**config.mk**
```make
export PLATFORM = sky130hd
export DESIGN_NAME = egr_port_queue
export DESIGN_NICKNAME = d
export VERILOG_FILES = /design/src/source/egr_tx_pkg.sv /design/src/source/egr_port_queue.sv
export SDC_FILE = /design/constraint.sdc
export NUM_CORES = 2
export LEC_CHECK = 0
export BUFFER_PORTS_ARGS = -buffer_cell sky130_fd_sc_hd__buf_2
export CAP_MARGIN = 25
export CORE_AREA = 3 3 479 481
export DETAILED_ROUTE_END_ITERATION = 7
export DIE_AREA = 0 0 482 484
export GPL_TIMING_DRIVEN = 0
export MAX_ROUTING_LAYER = met4
export SYNTH_ARGS = -nofsm -noshare
export SYNTH_HDL_FRONTEND = slang
export SYNTH_SLANG_ARGS = --single-unit
```
**constraint.sdc**
```tcl
create_clock -name clk -period 60.1 [get_ports clk]
set_clock_uncertainty 0.1 [all_clocks]
set_input_delay 12.02 -clock clk [delete_from_list [all_inputs] [get_ports clk]]
set_output_delay 12.02 -clock clk [all_outputs]
set_load 0.05 [all_outputs]
```
**src/source/egr_tx_pkg.sv**
```systemverilog
// Shared types and constants for the egress transmit stage; imported by every RTL block
`default_nettype none

package egr_tx_pkg;

  // ------------------------------------------------------------
  // Sizes
  // ------------------------------------------------------------
  localparam int NUM_PORTS = 4;             // Logical ports in the group

  typedef logic [1:0] port_num_t;           // Logical port number

  // One transmit word toward the EPL
  typedef struct packed {
    logic [7:0][71:0] data_w_ecc;           // 8 lanes with ECC in [71:64]
    logic [7:0]       data_valid;           // Per lane valid mask
    logic [23:0]      metadata;             // SOP/EOP/TC info passed through
    logic [7:0]       ecc;                  // Covers data_valid and metadata
  } egr_flit_t;                             // 616 bits

  // ------------------------------------------------------------
  // TDM schedule
  // ------------------------------------------------------------
  typedef enum logic [2:0] {
    MODE_1PORT   = 3'd0,                    // 0,0,0,0
    MODE_2PORT   = 3'd1,                    // 0,2,0,2
    MODE_4PORT   = 3'd2,                    // 0,1,2,3
    MODE_3PORT_A = 3'd3,                    // 0,2,1,2
    MODE_3PORT_B = 3'd4                     // 0,2,0,3
  } port_mode_e;                            // Codes 5..7 act as one port

  typedef enum logic [1:0] {
    SLOT0 = 2'd0,
    SLOT1 = 2'd1,
    SLOT2 = 2'd2,
    SLOT3 = 2'd3
  } tdm_slot_e;

  // Port owning a slot under a given mode
  function automatic port_num_t sched_port(port_mode_e mode, tdm_slot_e slot);
    port_num_t port;
    port = 2'd0;                            // One port mode and reserved codes
    case (mode)
      MODE_2PORT:   port = slot[0] ? 2'd2 : 2'd0;
      MODE_4PORT:   port = port_num_t'(slot);
      MODE_3PORT_A: port = (slot == SLOT2) ? 2'd1 : (slot[0] ? 2'd2 : 2'd0);
      MODE_3PORT_B: port = (slot == SLOT1) ? 2'd2 : ((slot == SLOT3) ? 2'd3 : 2'd0);
      default:      port = 2'd0;
    endcase
    return port;
  endfunction

  // ------------------------------------------------------------
  // CSR map
  // ------------------------------------------------------------
  localparam logic [1:0] CSR_ADDR_MODE       = 2'd0;  // RW port mode in [2:0]
  localparam logic [1:0] CSR_ADDR_ERR_COUNT  = 2'd1;  // RO saturating error count
  localparam logic [1:0] CSR_ADDR_ERR_STICKY = 2'd2;  // Sticky flag cleared by any write

endpackage : egr_tx_pkg

`default_nettype wire

```
**src/source/egr_port_queue.sv**
```systemverilog
// Per port flit queue between the upstream writer and the TDM shim, head shown fall-through
`default_nettype none

module egr_port_queue #(
  parameter int QUEUE_DEPTH = 4                       // Power of two of at least 2
) (
  input  wire logic                 clk,
  input  wire logic                 reset_n,
  // Upstream write side
  input  wire logic                 wr_en,            // Dropped when full
  input  wire egr_tx_pkg::egr_flit_t wr_flit,
  // Shim read side
  input  wire logic                 buf_ren,          // Pop head at this edge
  output egr_tx_pkg::egr_flit_t     head_flit,        // Oldest entry
  output logic                      tc_rdy,           // Not empty
  output logic                      queue_full
);

  import egr_tx_pkg::*;

  localparam int PTR_W = $clog2(QUEUE_DEPTH);
  localparam int CNT_W = $clog2(QUEUE_DEPTH + 1);

  egr_flit_t          mem [QUEUE_DEPTH];              // Flit storage
  logic [PTR_W-1:0]   wr_ptr;
  logic [PTR_W-1:0]   rd_ptr;
  logic [CNT_W-1:0]   count;                          // Occupancy
  logic               push;
  logic               pop;

  // ------------------------------------------------------------
  // Status and qualified strobes
  // ------------------------------------------------------------
  assign queue_full = (count == CNT_W'(QUEUE_DEPTH));
  assign tc_rdy     = (count != '0);
  assign push       = wr_en && !queue_full;           // Write to full queue is lost
  assign pop        = buf_ren && tc_rdy;              // Pop on empty ignored

  assign head_flit  = mem[rd_ptr];                    // FWFT head

  // Payload written at the tail
  always_ff @(posedge clk) begin
    if (push) begin
      mem[wr_ptr] <= wr_flit;
    end
  end

  // Tail, head and occupancy
  always_ff @(posedge clk) begin
    if (!reset_n) begin
      wr_ptr <= '0;
      rd_ptr <= '0;
      count  <= '0;
    end else begin
      if (push) begin
        wr_ptr <= wr_ptr + 1'b1;
      end
      if (pop) begin
        rd_ptr <= rd_ptr + 1'b1;
      end
      // Push with pop leaves the count as is
      case ({push, pop})
        2'b10:   count <= count + 1'b1;
        2'b01:   count <= count - 1'b1;
        default: count <= count;
      endcase
    end
  end

endmodule : egr_port_queue

`default_nettype wire

```
==> summary.txt <==
Global route
  • Vias in the first global route: 43,700
  • Initial antenna violation count: 181
  • Overflow after GRT: 0
  • Total Routing Usage GR: 20.3%
  • Pin count of the biggest net entering global routing: 56
  • First-pass GRT wire length: 326 mm

Placed design
  • Buffers added on ports: 1,236
  • Final GP Congestion: 0.805
  • Placed Cells: 7,551
  • Hpwl dp: 164 mm

Clocking
  • H-tree Lvls: 5
  • Clock sink count: 2,473
  • Post-CTS setup buffer count: 0
  • Clock Pin Slew Worst Setup and Hold Paths: 60 ps
  • Total CTS buffers: 275
  • PostCTS Resize Cnt: 0
  • Clk buf depth: 4
  • Clk root buf: clkbuf_16
  • CTS tree: yes
  • Worst skew pair latency: 900 ps
  • Hold_buf cts: 0

Synthesis
  • Cell variety after synth: 23
  • Most common cell in the netlist: edfxtp_1
  • EDFF count, synth: 2,464
  • Most common flop cell mapped by yosys: edfxtp_1
  • YS warnings: 0
  • Top-area cell type share of the netlist area: 82.9%
  • Synthesized area per cell: 27.3 µm²
  • Synth Cell Area: 89,300 µm²
  • Ys async rst share: 0%
  • Net Count, Synth: 3,896
  • Seq cells post-synth: 2,473
  • Synth area leaders: edfxtp_1, mux4_2, buf_2, buf_6, buf_4
  • Post-Syn Instances: 3,270
  • Synth top cells by count: edfxtp_1, mux4_2, buf_2, buf_4, buf_6
  • Register area share after synthesis: 83.1%
  • Yosys top cell by area: edfxtp_1

Critical path
  • Crit path to: head_flit[383]
  • Critical Path Slowest Stage Cell: clkbuf_1
  • Reg2reg path depth: 7
  • Crit-path max FO: 10
  • R2R Path End: mem[2][271]
  • Crit path max-delay family: buffers and inverters
  • Worst r2r src: count[1]
  • Critical path class: register to output port
  • Critical Path Source Type: register
  • CP cell instances: buf_2 -> buf_2 -> clkbuf_1 -> buf_2 -> mux4_2 -> buf_2
  • Worst path required time: 47,980 ps
  • CP arrival: 4310 ps
  • Worst path depth: 6
  • Critical Path Sink Type: output port
  • Reg2reg setup slack: 56,810 ps
  • CP peak stage delay: 790 ps
  • Critical path buffers and inverters: 5
  • Most used cell, CP: buf_2

Floorplanning
  • Die H: 484 µm
  • Core Region: 225,000 µm²
  • Starting Density: 39.7%
  • Die X: 482 µm
  • Die ar.: 233,000 µm²
  • Cell Rows: 174
  • Top Ports: 1,238

STA
  • RSZ-0062 raised after global routing: false
  • Final worst path period need: 16,430 ps
  • Final setup violation count: 0
  • Slew Limit Headroom: 35.2%
  • Measured slew at the worst slew-check pin: 971 ps
  • Final Cycle Share: 27.3%
  • Hold Fails Final Rpt: 0
  • Upper clock frequency limit: 0.0609 GHz
  • Final max-slew violation count: 0
  • Setup TNS: 0 ps

Drt
  • Routed WL per cell: 28.6 µm
  • Total wire length: 233 mm
  • Iter 0 DRT Violations: 3,248
  • Drt first pass iters: 5
  • Antenna-violating nets left: 0
  • Residual DRC: 0
  • Via density per instance: 5.16
  • Vias: 42,100

Power and ir drop
  • Worst VDD drop: 0.0430 mV
  • Pwr dens: 49.9 nW/µm²
  • Tot Pwr: 5450 µW
  • Leakage: 0.0362 µW

Final layout
  • Layout Utilization: 48.5%
  • Multi-input logic area: 14,200 µm²
  • Synthesis-to-finish area growth: 22.4%
  • Final #Nets: 5,462
  • Fillers: 18,200
  • Finished Layout Cells: 8,147
  • Register area: 74,200 µm²
  • Proportion of layout cells with a drive suffix above 1: 47.4%

Worst hold path
  • Hold Path Class: register to register

Run status
  • Status: finished clean

Run
  • Max-Cap Viols: 0
[worst min-delay path, delay by kind of cell, from the launching register on]
kind | cells | cell delay [ps]
flip-flops | 1 | 340
multiplexers | 1 | 60
AND/OR/NAND/NOR | 1 | 60
[cell families after synthesis]
family / share of synthesized area (%)
buf+inv: 1.07
flops: 83.1
mux: 15.6
fa+ha+maj: 0.0925
xor+xnor: 0.0393
simple gates: 0.114
compound gates: 0.0393
[final cells by class]
cell class | instances | share of cell area [%]
clock inverter | 115 | 0.868
tap | 2992 | 3.43
timing repair buffer | 1289 | 6.97
multi-input combinational | 651 | 13.0
clock buffer | 342 | 6.69
inverter | 6 | 0.0206
buffer | 140 | 0.850
sequential | 2473 | 67.9
antenna | 139 | 0.318
[routing by layer]
metal  vias to the layer above  part of all wire [%]  track usage [%]
li1                      17700                     -                -
met1                     22100                    35             22.4
met2                      1811                    49             31.6
met3                       489                    11             8.81
met4                         0                   4.6             9.79
met5                         -                     0                -
[sequential cells by signal, summed over array words and instances (netlist names), named ones only]
| register | flops |
|---|---|
| count | 3 |
| wr_ptr | 2 |
| mem | 2464 |
| rd_ptr | 2 |
[power breakdown]
part	internal (µW)	switching [µW]	leakage, µW
sequential	2080	30.0	0.0227
combinational	513	1270	0.00950
clock	917	638	0.00403
total	3510	1940	0.0362
[through the flow]
step                      setup slack [ps]  hold slack, ps  cell area, µm²
after detailed placement             44280             407          101000
after CTS                            43240             415          109000
final                                43670             406          109000
after global placement               19630             383           99200
after floorplan                      32640             368           89300
after global routing                 43310             434          109000
[worst min path at each step]
stage          cells past startpoint  slack (ps)      start         to
2_1_floorplan                      2         370  wr_ptr[1]  wr_ptr[1]
3_3_place_gp                       2         380  wr_ptr[0]  wr_ptr[0]
3_5_place_dp                       2         410  wr_ptr[1]  wr_ptr[1]
4_1_cts                            2         410  wr_ptr[1]  wr_ptr[1]
5_1_grt                            2         430  wr_ptr[0]  wr_ptr[0]
6_report                           2         410  wr_ptr[0]  wr_ptr[0]
[layout by cell type (no fill, tap or decap), types with 2 or more instances in the layout]
cell type	synthesis	final
and2_1	7	3
and2_4	0	4
buf_1	4	4
buf_12	0	4
buf_16	0	49
buf_2	64	1300
buf_4	30	30
buf_6	28	28
bufinv_16	0	14
clkbuf_1	14	73
clkbuf_16	0	283
clkinv_1	0	51
clkinv_2	0	33
clkinvlp_4	0	5
dfxtp_1	9	9
diode_2	0	139
edfxtp_1	2464	2464
ha_1	5	5
inv_1	6	6
inv_6	0	9
mux2i_1	2	2
mux4_2	616	616
nand2_1	5	5
nor2b_1	3	3
o21ai_0	2	2
or3_1	2	2
xnor2_1	3	3
No activity file was read; power rests on OpenSTA's default activity.
