--- src/source/egr_tx_pkg.sv ---
// Shared types and constants for the egress transmit stage; imported by every RTL block
`default_nettype none

package egr_tx_pkg;

  // ------------------------------------------------------------
  // Sizes
  // ------------------------------------------------------------
  localparam int NUM_PORTS = 4;             // Logical ports in the group

  typedef logic [1:0] port_num_t;           // Logical port number

  // One transmit word toward the EPL
  typedef struct packed {
    logic [7:0][71:0] data_w_ecc;           // 8 lanes with ECC in [71:64]
    logic [7:0]       data_valid;           // Per lane valid mask
    logic [23:0]      metadata;             // SOP/EOP/TC info passed through
    logic [7:0]       ecc;                  // Covers data_valid and metadata
  } egr_flit_t;                             // 616 bits

  // ------------------------------------------------------------
  // TDM schedule
  // ------------------------------------------------------------
  typedef enum logic [2:0] {
    MODE_1PORT   = 3'd0,                    // 0,0,0,0
    MODE_2PORT   = 3'd1,                    // 0,2,0,2
    MODE_4PORT   = 3'd2,                    // 0,1,2,3
    MODE_3PORT_A = 3'd3,                    // 0,2,1,2
    MODE_3PORT_B = 3'd4                     // 0,2,0,3
  } port_mode_e;                            // Codes 5..7 act as one port

  typedef enum logic [1:0] {
    SLOT0 = 2'd0,
    SLOT1 = 2'd1,
    SLOT2 = 2'd2,
    SLOT3 = 2'd3
  } tdm_slot_e;

  // Port owning a slot under a given mode
  function automatic port_num_t sched_port(port_mode_e mode, tdm_slot_e slot);
    port_num_t port;
    port = 2'd0;                            // One port mode and reserved codes
    case (mode)
      MODE_2PORT:   port = slot[0] ? 2'd2 : 2'd0;
      MODE_4PORT:   port = port_num_t'(slot);
      MODE_3PORT_A: port = (slot == SLOT2) ? 2'd1 : (slot[0] ? 2'd2 : 2'd0);
      MODE_3PORT_B: port = (slot == SLOT1) ? 2'd2 : ((slot == SLOT3) ? 2'd3 : 2'd0);
      default:      port = 2'd0;
    endcase
    return port;
  endfunction

  // ------------------------------------------------------------
  // CSR map
  // ------------------------------------------------------------
  localparam logic [1:0] CSR_ADDR_MODE       = 2'd0;  // RW port mode in [2:0]
  localparam logic [1:0] CSR_ADDR_ERR_COUNT  = 2'd1;  // RO saturating error count
  localparam logic [1:0] CSR_ADDR_ERR_STICKY = 2'd2;  // Sticky flag cleared by any write

endpackage : egr_tx_pkg

`default_nettype wire

--- src/source/egr_tx_csr.sv ---
// Port mode register and port number error status behind a simple strobe bus
`default_nettype none

module egr_tx_csr (
  input  wire logic       clk,
  input  wire logic       reset_n,
  // Register bus
  input  wire logic       cfg_we,                   // Write strobe
  input  wire logic [1:0] cfg_addr,
  input  wire logic [7:0] cfg_wdata,
  output logic [7:0]      cfg_rdata,                // Combinational read
  // Shim side
  input  wire logic       port_num_err,             // One cycle error pulse
  output egr_tx_pkg::port_mode_e port_mode
);

  import egr_tx_pkg::*;

  logic [7:0] err_count;                            // Saturates at 255
  logic       err_sticky;
  logic       wr_mode;
  logic       wr_clear;

  // ------------------------------------------------------------
  // Write decode
  // ------------------------------------------------------------
  assign wr_mode  = cfg_we && (cfg_addr == CSR_ADDR_MODE);
  assign wr_clear = cfg_we && (cfg_addr == CSR_ADDR_ERR_STICKY);  // Data ignored

  always_ff @(posedge clk) begin
    if (!reset_n) begin
      port_mode <= MODE_1PORT;
    end else if (wr_mode) begin
      port_mode <= port_mode_e'(cfg_wdata[2:0]);    // Codes 5..7 are kept and act as one port
    end
  end

  // Error counter and flag
  always_ff @(posedge clk) begin
    if (!reset_n) begin
      err_count  <= '0;
      err_sticky <= 1'b0;
    end else if (wr_clear) begin
      err_count  <= '0;                             // Clear wins over a same cycle pulse
      err_sticky <= 1'b0;
    end else if (port_num_err) begin
      err_sticky <= 1'b1;
      if (err_count != 8'hFF) begin
        err_count <= err_count + 8'd1;
      end
    end
  end

  // ------------------------------------------------------------
  // Read mux
  // ------------------------------------------------------------
  always_comb begin
    case (cfg_addr)
      CSR_ADDR_MODE:       cfg_rdata = {5'd0, port_mode};
      CSR_ADDR_ERR_COUNT:  cfg_rdata = err_count;
      CSR_ADDR_ERR_STICKY: cfg_rdata = {7'd0, err_sticky};
      default:             cfg_rdata = 8'd0;    // Unmapped
    endcase
  end

endmodule : egr_tx_csr

`default_nettype wire

--- config.mk ---
export PLATFORM = sky130hd
export DESIGN_NAME = egr_tx_csr
export DESIGN_NICKNAME = d
export VERILOG_FILES = /design/src/source/egr_tx_pkg.sv /design/src/source/egr_tx_csr.sv
export SDC_FILE = /design/constraint.sdc
export NUM_CORES = 1
export LEC_CHECK = 0
export BUFFER_PORTS_ARGS = -buffer_cell sky130_fd_sc_hd__buf_2
export CAP_MARGIN = 20
export CORE_MARGIN = 1
export CORE_UTILIZATION = 45
export CTS_BUF_LIST = sky130_fd_sc_hd__clkbuf_4
export DETAILED_ROUTE_END_ITERATION = 7
export PLACE_DENSITY = 0.77
export SLEW_MARGIN = 20
export SYNTH_ARGS = -nofsm -noshare
export SYNTH_HDL_FRONTEND = slang
export SYNTH_SLANG_ARGS = --single-unit
--- constraint.sdc ---
create_clock -name clk -period 1.8 [get_ports clk]
set_clock_uncertainty 0.1 [all_clocks]
set_input_delay 0.27 -clock clk [delete_from_list [all_inputs] [get_ports clk]]
set_output_delay 0.27 -clock clk [all_outputs]
set_load 0.1 [all_outputs]
==> results of run 1 <==
==> kinds of logic after synthesis <==
family | share of synthesized area, %
adders and majority gates | 1.78
buffers and inverters | 2.66
and+or+nand+nor | 33.4
DFF | 34.1
AOI/OAI and AO/OA | 12.4
muxes | 15.6
==> cells in the mapped netlist, types with 2 or more instances <==
cell / n / area, um^2
nand3b_1: 5 / 37.5
dfxtp_1: 12 / 240
nand4_1: 2 / 12.5
a21oi_1: 4 / 20.0
nor2b_1: 4 / 25.0
nand3_1: 7 / 35.0
and2_1: 6 / 37.5
nand2_1: 4 / 15.0
buf_4: 2 / 15.0
mux2i_1: 11 / 110
nor2_1: 4 / 15.0
and4_1: 2 / 17.5
==> power by group through the flow <==
stage          logic [W]  clock network (W)  registers [W]
2_1_floorplan  0.0000579                  0       0.000302
3_3_place_gp    0.000103                  0       0.000287
3_5_place_dp    0.000105                  0       0.000288
4_1_cts         0.000105           0.000184       0.000282
5_1_grt         0.000111           0.000200       0.000283
6_report        0.000105           0.000180       0.000282
==> repair_timing <==
item / 4_1_cts / 5_1_grt
resized for setup: 0 / 1
endpoints found under the setup margin: 0 / 1
hold buffers: 0 / 0
==> worst max-delay path by stage <==
stage	start	end	slack [ps]	cells past startpoint
after detailed placement	cfg_addr[0]	cfg_rdata[0]	230	5
after floorplan	port_mode[0]$_SDFFE_PN0P_	cfg_rdata[0]	-1	2
after global placement	cfg_addr[0]	cfg_rdata[0]	220	5
final	err_count[1]$_SDFFE_PP0P_	cfg_rdata[1]	80	3
after CTS	err_count[2]$_SDFFE_PP0P_	cfg_rdata[2]	10	3
after global routing	err_count[1]$_SDFFE_PP0P_	cfg_rdata[1]	10	3
==> worst max-delay path: cells and delay by family (launching register included) <==
kind,cells,cell delay [ps]
buffers and inverters,1,430
AND/OR/NAND/NOR,1,90
multiplexers,1,140
flip-flops,1,410
==> sequential cells by signal, summed over array words and instances, names as in the netlist <==
| register | cells |
|---|---|
| err_count | 8 |
| err_sticky | 1 |
| port_mode | 3 |
==> stage by stage <==
step,std cells,total power [W],hold slack [ps],cell area [um^2]
2_1_floorplan,77,0.000360,286,734
3_3_place_gp,108,0.000391,364,920
6_report,112,0.000567,141,948
5_1_grt,112,0.000595,154,948
4_1_cts,112,0.000570,141,946
3_5_place_dp,108,0.000392,381,920
==> area by class of cell <==
cell class                      instances  area, um^2
Timing Repair Buffer                   19         188
Tap cell                               15        18.8
Sequential cell                        12         244
Fill cell                             101         434
Multi-Input combinational cell         62         472
Clock buffer                            3        22.5
Clock inverter                          1        3.75
==> metal layers <==
metal / global-route usage (%) / vias up / part of all wire, %
met5: 0 / - / 0
met3: 5.22 / 4 / 3.2
met1: 23.7 / 297 / 48
li1: - / 322 / -
met2: 29.4 / 11 / 46
met4: 11.6 / 0 / 2.1
==> flow_summary.json, run 1 <==
{
  "hp-class": "in -> reg",
  "syn_to_final_growth_pct": 34.6,
  "p_sw_share_pct": 31.5,
  "min_path_cells": 3,
  "syn_inst": 77,
  "die-area_mm2": 0.00173,
  "final.period_utilization_pct": 95.5,
  "final_cell_mix": "buf_2 (12), mux2i_1 (11), dfxtp_1 (9)",
  "grt_pass1_wl_mm": 2.55,
  "track_usage_pct": 19.2,
  "synth_edf_count": 0,
  "drive_above_1_share_pct": 34.0,
  "cts.sinks": 12,
  "rsz0062_at_grt": "false",
  "synth-async-reset-ratio_pct": 0,
  "syn_nets": 92,
  "worstPathRequired_ps": 1430,
  "cts_buffers": 3,
  "combPwrFrac_pct": 18.5,
  "cp_slowest_stage_delay_ps": 430,
  "synth_ff_type": "dfxtp_1",
  "routed_wl_mm": 1.45,
  "hp-start": "cfg_wdata[2]",
  "cap_violations": 0,
  "viasPerCell": 5.66,
  "synth-seq-cells": 12,
  "clk_pin_slew_ps": 80,
  "dp_hpwl_mm": 1.04,
  "root_buffer": "clkbuf_4",
  "crit_type": "reg -> out",
  "slew_viol_final": 0,
  "num_antenna_cells": 0,
  "htreeDepth": 1,
  "drt-initial-drc-count": 18,
  "post_drt_wl_per_cell_um": 12.9,
  "power_frac_seq_pct": 49.7,
  "dieWidth_um": 41.6,
  "relSlewSlack_pct": 66.8,
  "cts_tree": "built",
  "ys_types": 26,
  "grt_pass1_vias": 601,
  "p_leak_nw": 0.369,
  "setup_viol": 0,
  "initial_core_util_pct": 51.0,
  "place_congestion": 0.735,
  "status": "completed",
  "r2r.worst_path.cells": 4,
  "placementRows": 13,
  "cellPowerDensity_mw_per_mm2": 598,
  "port_buffers": 19,
  "antenna_found_initial": 0,
  "min_to": "port_mode[2]$_SDFFE_PN0P_",
  "pre_cts_ws_ps": 232,
  "p_int_w": 0.000388,
  "dr_total_vias": 634,
  "cts_max_path_buffers": 2,
  "reg2reg_to": "err_count[5]$_SDFFE_PP0P_",
  "path_max_fanout": 5,
  "worstPathCellList": "mux2i_1, nor2_4, buf_2",
  "p_switching_w": 0.000179,
  "fp.coreArea_mm2": 0.00138,
  "pwr-share-clk_pct": 31.8,
  "arrival_ps": 1350,
  "grt_max_degree": 15,
  "r2r_start": "err_count[0]$_SDFFE_PP0P_",
  "peakVddDrop_mv": 0.475,
  "final_antenna_net_count": 0,
  "start_kind": "register",
  "fin_crit_ps": 1720,
  "nets": 113,
  "die_y_um": 41.6,
  "overflow": 0,
  "cts_setup_buffers": 0,
  "yosysWarnings": 0,
  "finalHoldViolCount": 0,
  "ios": 25,
  "netlist_area_um2": 704,
  "fin_setup_tns_ps": 0,
  "crit_slowest_cell": "buf_2",
  "yosysSeqAreaShare_pct": 34.1,
  "final.setup.worst_slack_ps": 81.8,
  "max_clock_freq_ghz": 0.582,
  "drt_drc_violations_left": 0,
  "syn_avg_cell_area_um2": 9.15,
  "layout_commonest_cell": "buf_2",
  "end_kind": "primary output",
  "first_pass_iters": 4,
  "insertion_delay_ps": 280,
  "final_util_pct": 68.6,
  "tightestPinTransition_ps": 501,
  "r2r_setup_slack_ps": 300
}
Note: power is estimated with default switching activity, not from simulation.
==> inputs of run 2 (changes only) <==
- CELL_PAD_IN_SITES_DETAIL_PLACEMENT: unset -> 0
- CELL_PAD_IN_SITES_GLOBAL_PLACEMENT: unset -> 1
- CORE_UTILIZATION: 45 -> 37
- PLACE_DENSITY: 0.77 -> 0.85
==> run 2 against run 1 <==
Total power is 2.6% lower; first-iteration DRC count is 33% lower; highest routed layer unchanged; non-clock buffer count stayed put; largest cell class unchanged; final cell count is 8.9% higher; via count is 3.0% lower; register-to-register slack hardly changed; cell area is 1.3% higher; sequential cell count stayed put; hold slack better by 20 ps; fmax is 2.2% higher; clock power is 8% lower; sequential power hardly changed.
==> flow_summary.json, run 2 (synthesis results as in run 1) <==
{
  "track_usage_pct": 14.7,
  "cts_tree": "built",
  "insertion_delay_ps": 270,
  "cap_violations": 0,
  "slew_viol_final": 0,
  "post_drt_wl_per_cell_um": 11.4,
  "cts_max_path_buffers": 2,
  "postLayoutCellArea_um2": 961,
  "placementRows": 15,
  "worstPathRequired_ps": 1430,
  "dieWidth_um": 45.6,
  "hp-start": "cfg_wdata[2]",
  "crit_family": "buffers and inverters",
  "dr_total_vias": 615,
  "cts_buffers": 3,
  "cts_setup_buffers": 0,
  "cellPowerDensity_mw_per_mm2": 575,
  "drive_above_1_share_pct": 34.0,
  "grt_use_met3_pct": 4.76,
  "viasPerCell": 5.04,
  "relSlewSlack_pct": 67.6,
  "clk_pin_slew_ps": 70,
  "final_antenna_net_count": 0,
  "crit_type": "reg -> out",
  "grt_max_degree": 15,
  "p_sw_share_pct": 29.7,
  "finalHoldViolCount": 0,
  "grtUsageMet1_pct": 17.1,
  "pwr-share-clk_pct": 30.1,
  "place_area_um2": 932,
  "routed_wl_mm": 1.39,
  "grt_pass1_wl_mm": 2.19,
  "reg_top3": "err_count (8), port_mode (3), err_sticky (1)",
  "antenna_found_initial": 0,
  "grt_pass1_vias": 539,
  "drt-initial-drc-count": 12,
  "dp_hpwl_mm": 1.10,
  "power_frac_seq_pct": 51.0,
  "peakVddDrop_mv": 0.488,
  "htreeDepth": 1,
  "largest_reg_flops": 8,
  "root_buffer": "clkbuf_4",
  "initial_core_util_pct": 39.9,
  "first_pass_iters": 4,
  "tightestPinTransition_ps": 490,
  "num_antenna_cells": 0,
  "p_switching_w": 0.000164,
  "crit_buf_inv": 1,
  "cts.sinks": 12,
  "nets": 113,
  "regMostFlops": "err_count",
  "combPwrFrac_pct": 18.9,
  "p_int_w": 0.000388,
  "arrival_ps": 1310,
  "ios": 25,
  "start_kind": "register",
  "cp_slowest_stage_delay_ps": 420,
  "crit_start": "err_count[1]$_SDFFE_PP0P_",
  "holdBufCountCts": 0,
  "die_y_um": 45.6,
  "r2r_start": "err_count[0]$_SDFFE_PP0P_",
  "cts_resized": 0,
  "end_kind": "primary output",
  "fin_setup_tns_ps": 0,
  "grt-busiest-layer": "met2",
  "path_max_fanout": 5,
  "total_power_w": 0.000552,
  "max_clock_freq_ghz": 0.595,
  "rsz0062_at_grt": "false",
  "place_congestion": 0.731,
  "use_met2_pct": 24.9,
  "syn_to_final_growth_pct": 36.4,
  "die-area_mm2": 0.00208,
  "setup_viol": 0,
  "p_leak_nw": 0.369,
  "hp-class": "in -> reg",
  "drt_drc_violations_left": 0,
  "layout_commonest_cell": "buf_2",
  "final.period_utilization_pct": 93.4,
  "worstPathCellList": "mux2i_1, nor2_4, buf_2",
  "port_buffers": 19,
  "overflow": 0,
  "fp.coreArea_mm2": 0.00176,
  "final.setup.worst_slack_ps": 118,
  "fin_crit_ps": 1680,
  "fill_cells": 172,
  "whs_ps": 161,
  "pre_cts_ws_ps": 197,
  "status": "completed",
  "crit_slowest_cell": "buf_2",
  "final_cell_mix": "buf_2 (12), mux2i_1 (11), dfxtp_1 (9)"
}
run 2: power groups by stage:
stage | Sequential [W] | Combinational [W] | Clock (W)
6_report | 0.000281 | 0.000105 | 0.000166
5_1_grt | 0.000283 | 0.000113 | 0.000183
4_1_cts | 0.000281 | 0.000105 | 0.000171
3_5_place_dp | 0.000288 | 0.000105 | 0
3_3_place_gp | 0.000287 | 0.000104 | 0
2_1_floorplan | 0.000302 | 0.0000579 | 0
run 2: final cells by class:
| cell class | instances | area, um^2 | area share, % |
|---|---|---|---|
| clock buffer | 3 | 22.5 | 2.34 |
| clock inverter | 1 | 3.75 | 0.391 |
| multi-input combinational | 62 | 472 | 49.1 |
| sequential | 12 | 244 | 25.4 |
| tap | 25 | 31.3 | 3.26 |
| timing repair buffer | 19 | 188 | 19.5 |
run 2: tightest hold or removal path, stage by stage:
cell     delay (ps)
buf_2            70
mux2i_1          50
nor2b_1          90
run 2: per-stage QoR:
stage | util, % | cells
2_1_floorplan | - | 77
3_3_place_gp | 52.8 | 118
3_5_place_dp | 52.8 | 118
4_1_cts | 54.3 | 122
5_1_grt | 54.5 | 122
6_report | 54.5 | 122
run 2: final timing paths:
path / to / slack, ps / cells past startpoint
hold reg to reg: err_sticky$_SDFFE_PP0P_ / 380 / 2
setup reg to reg: err_count[5]$_SDFFE_PP0P_ / 300 / 4
hold / removal: port_mode[2]$_SDFFE_PN0P_ / 160 / 3
setup / recovery: cfg_rdata[1] / 120 / 3
run 2: routing by layer:
metal	routed length [um]	vias to the layer above
met2	676	7
met5	0	-
met4	12	0
met3	44	2
met1	656	282
li1	-	324
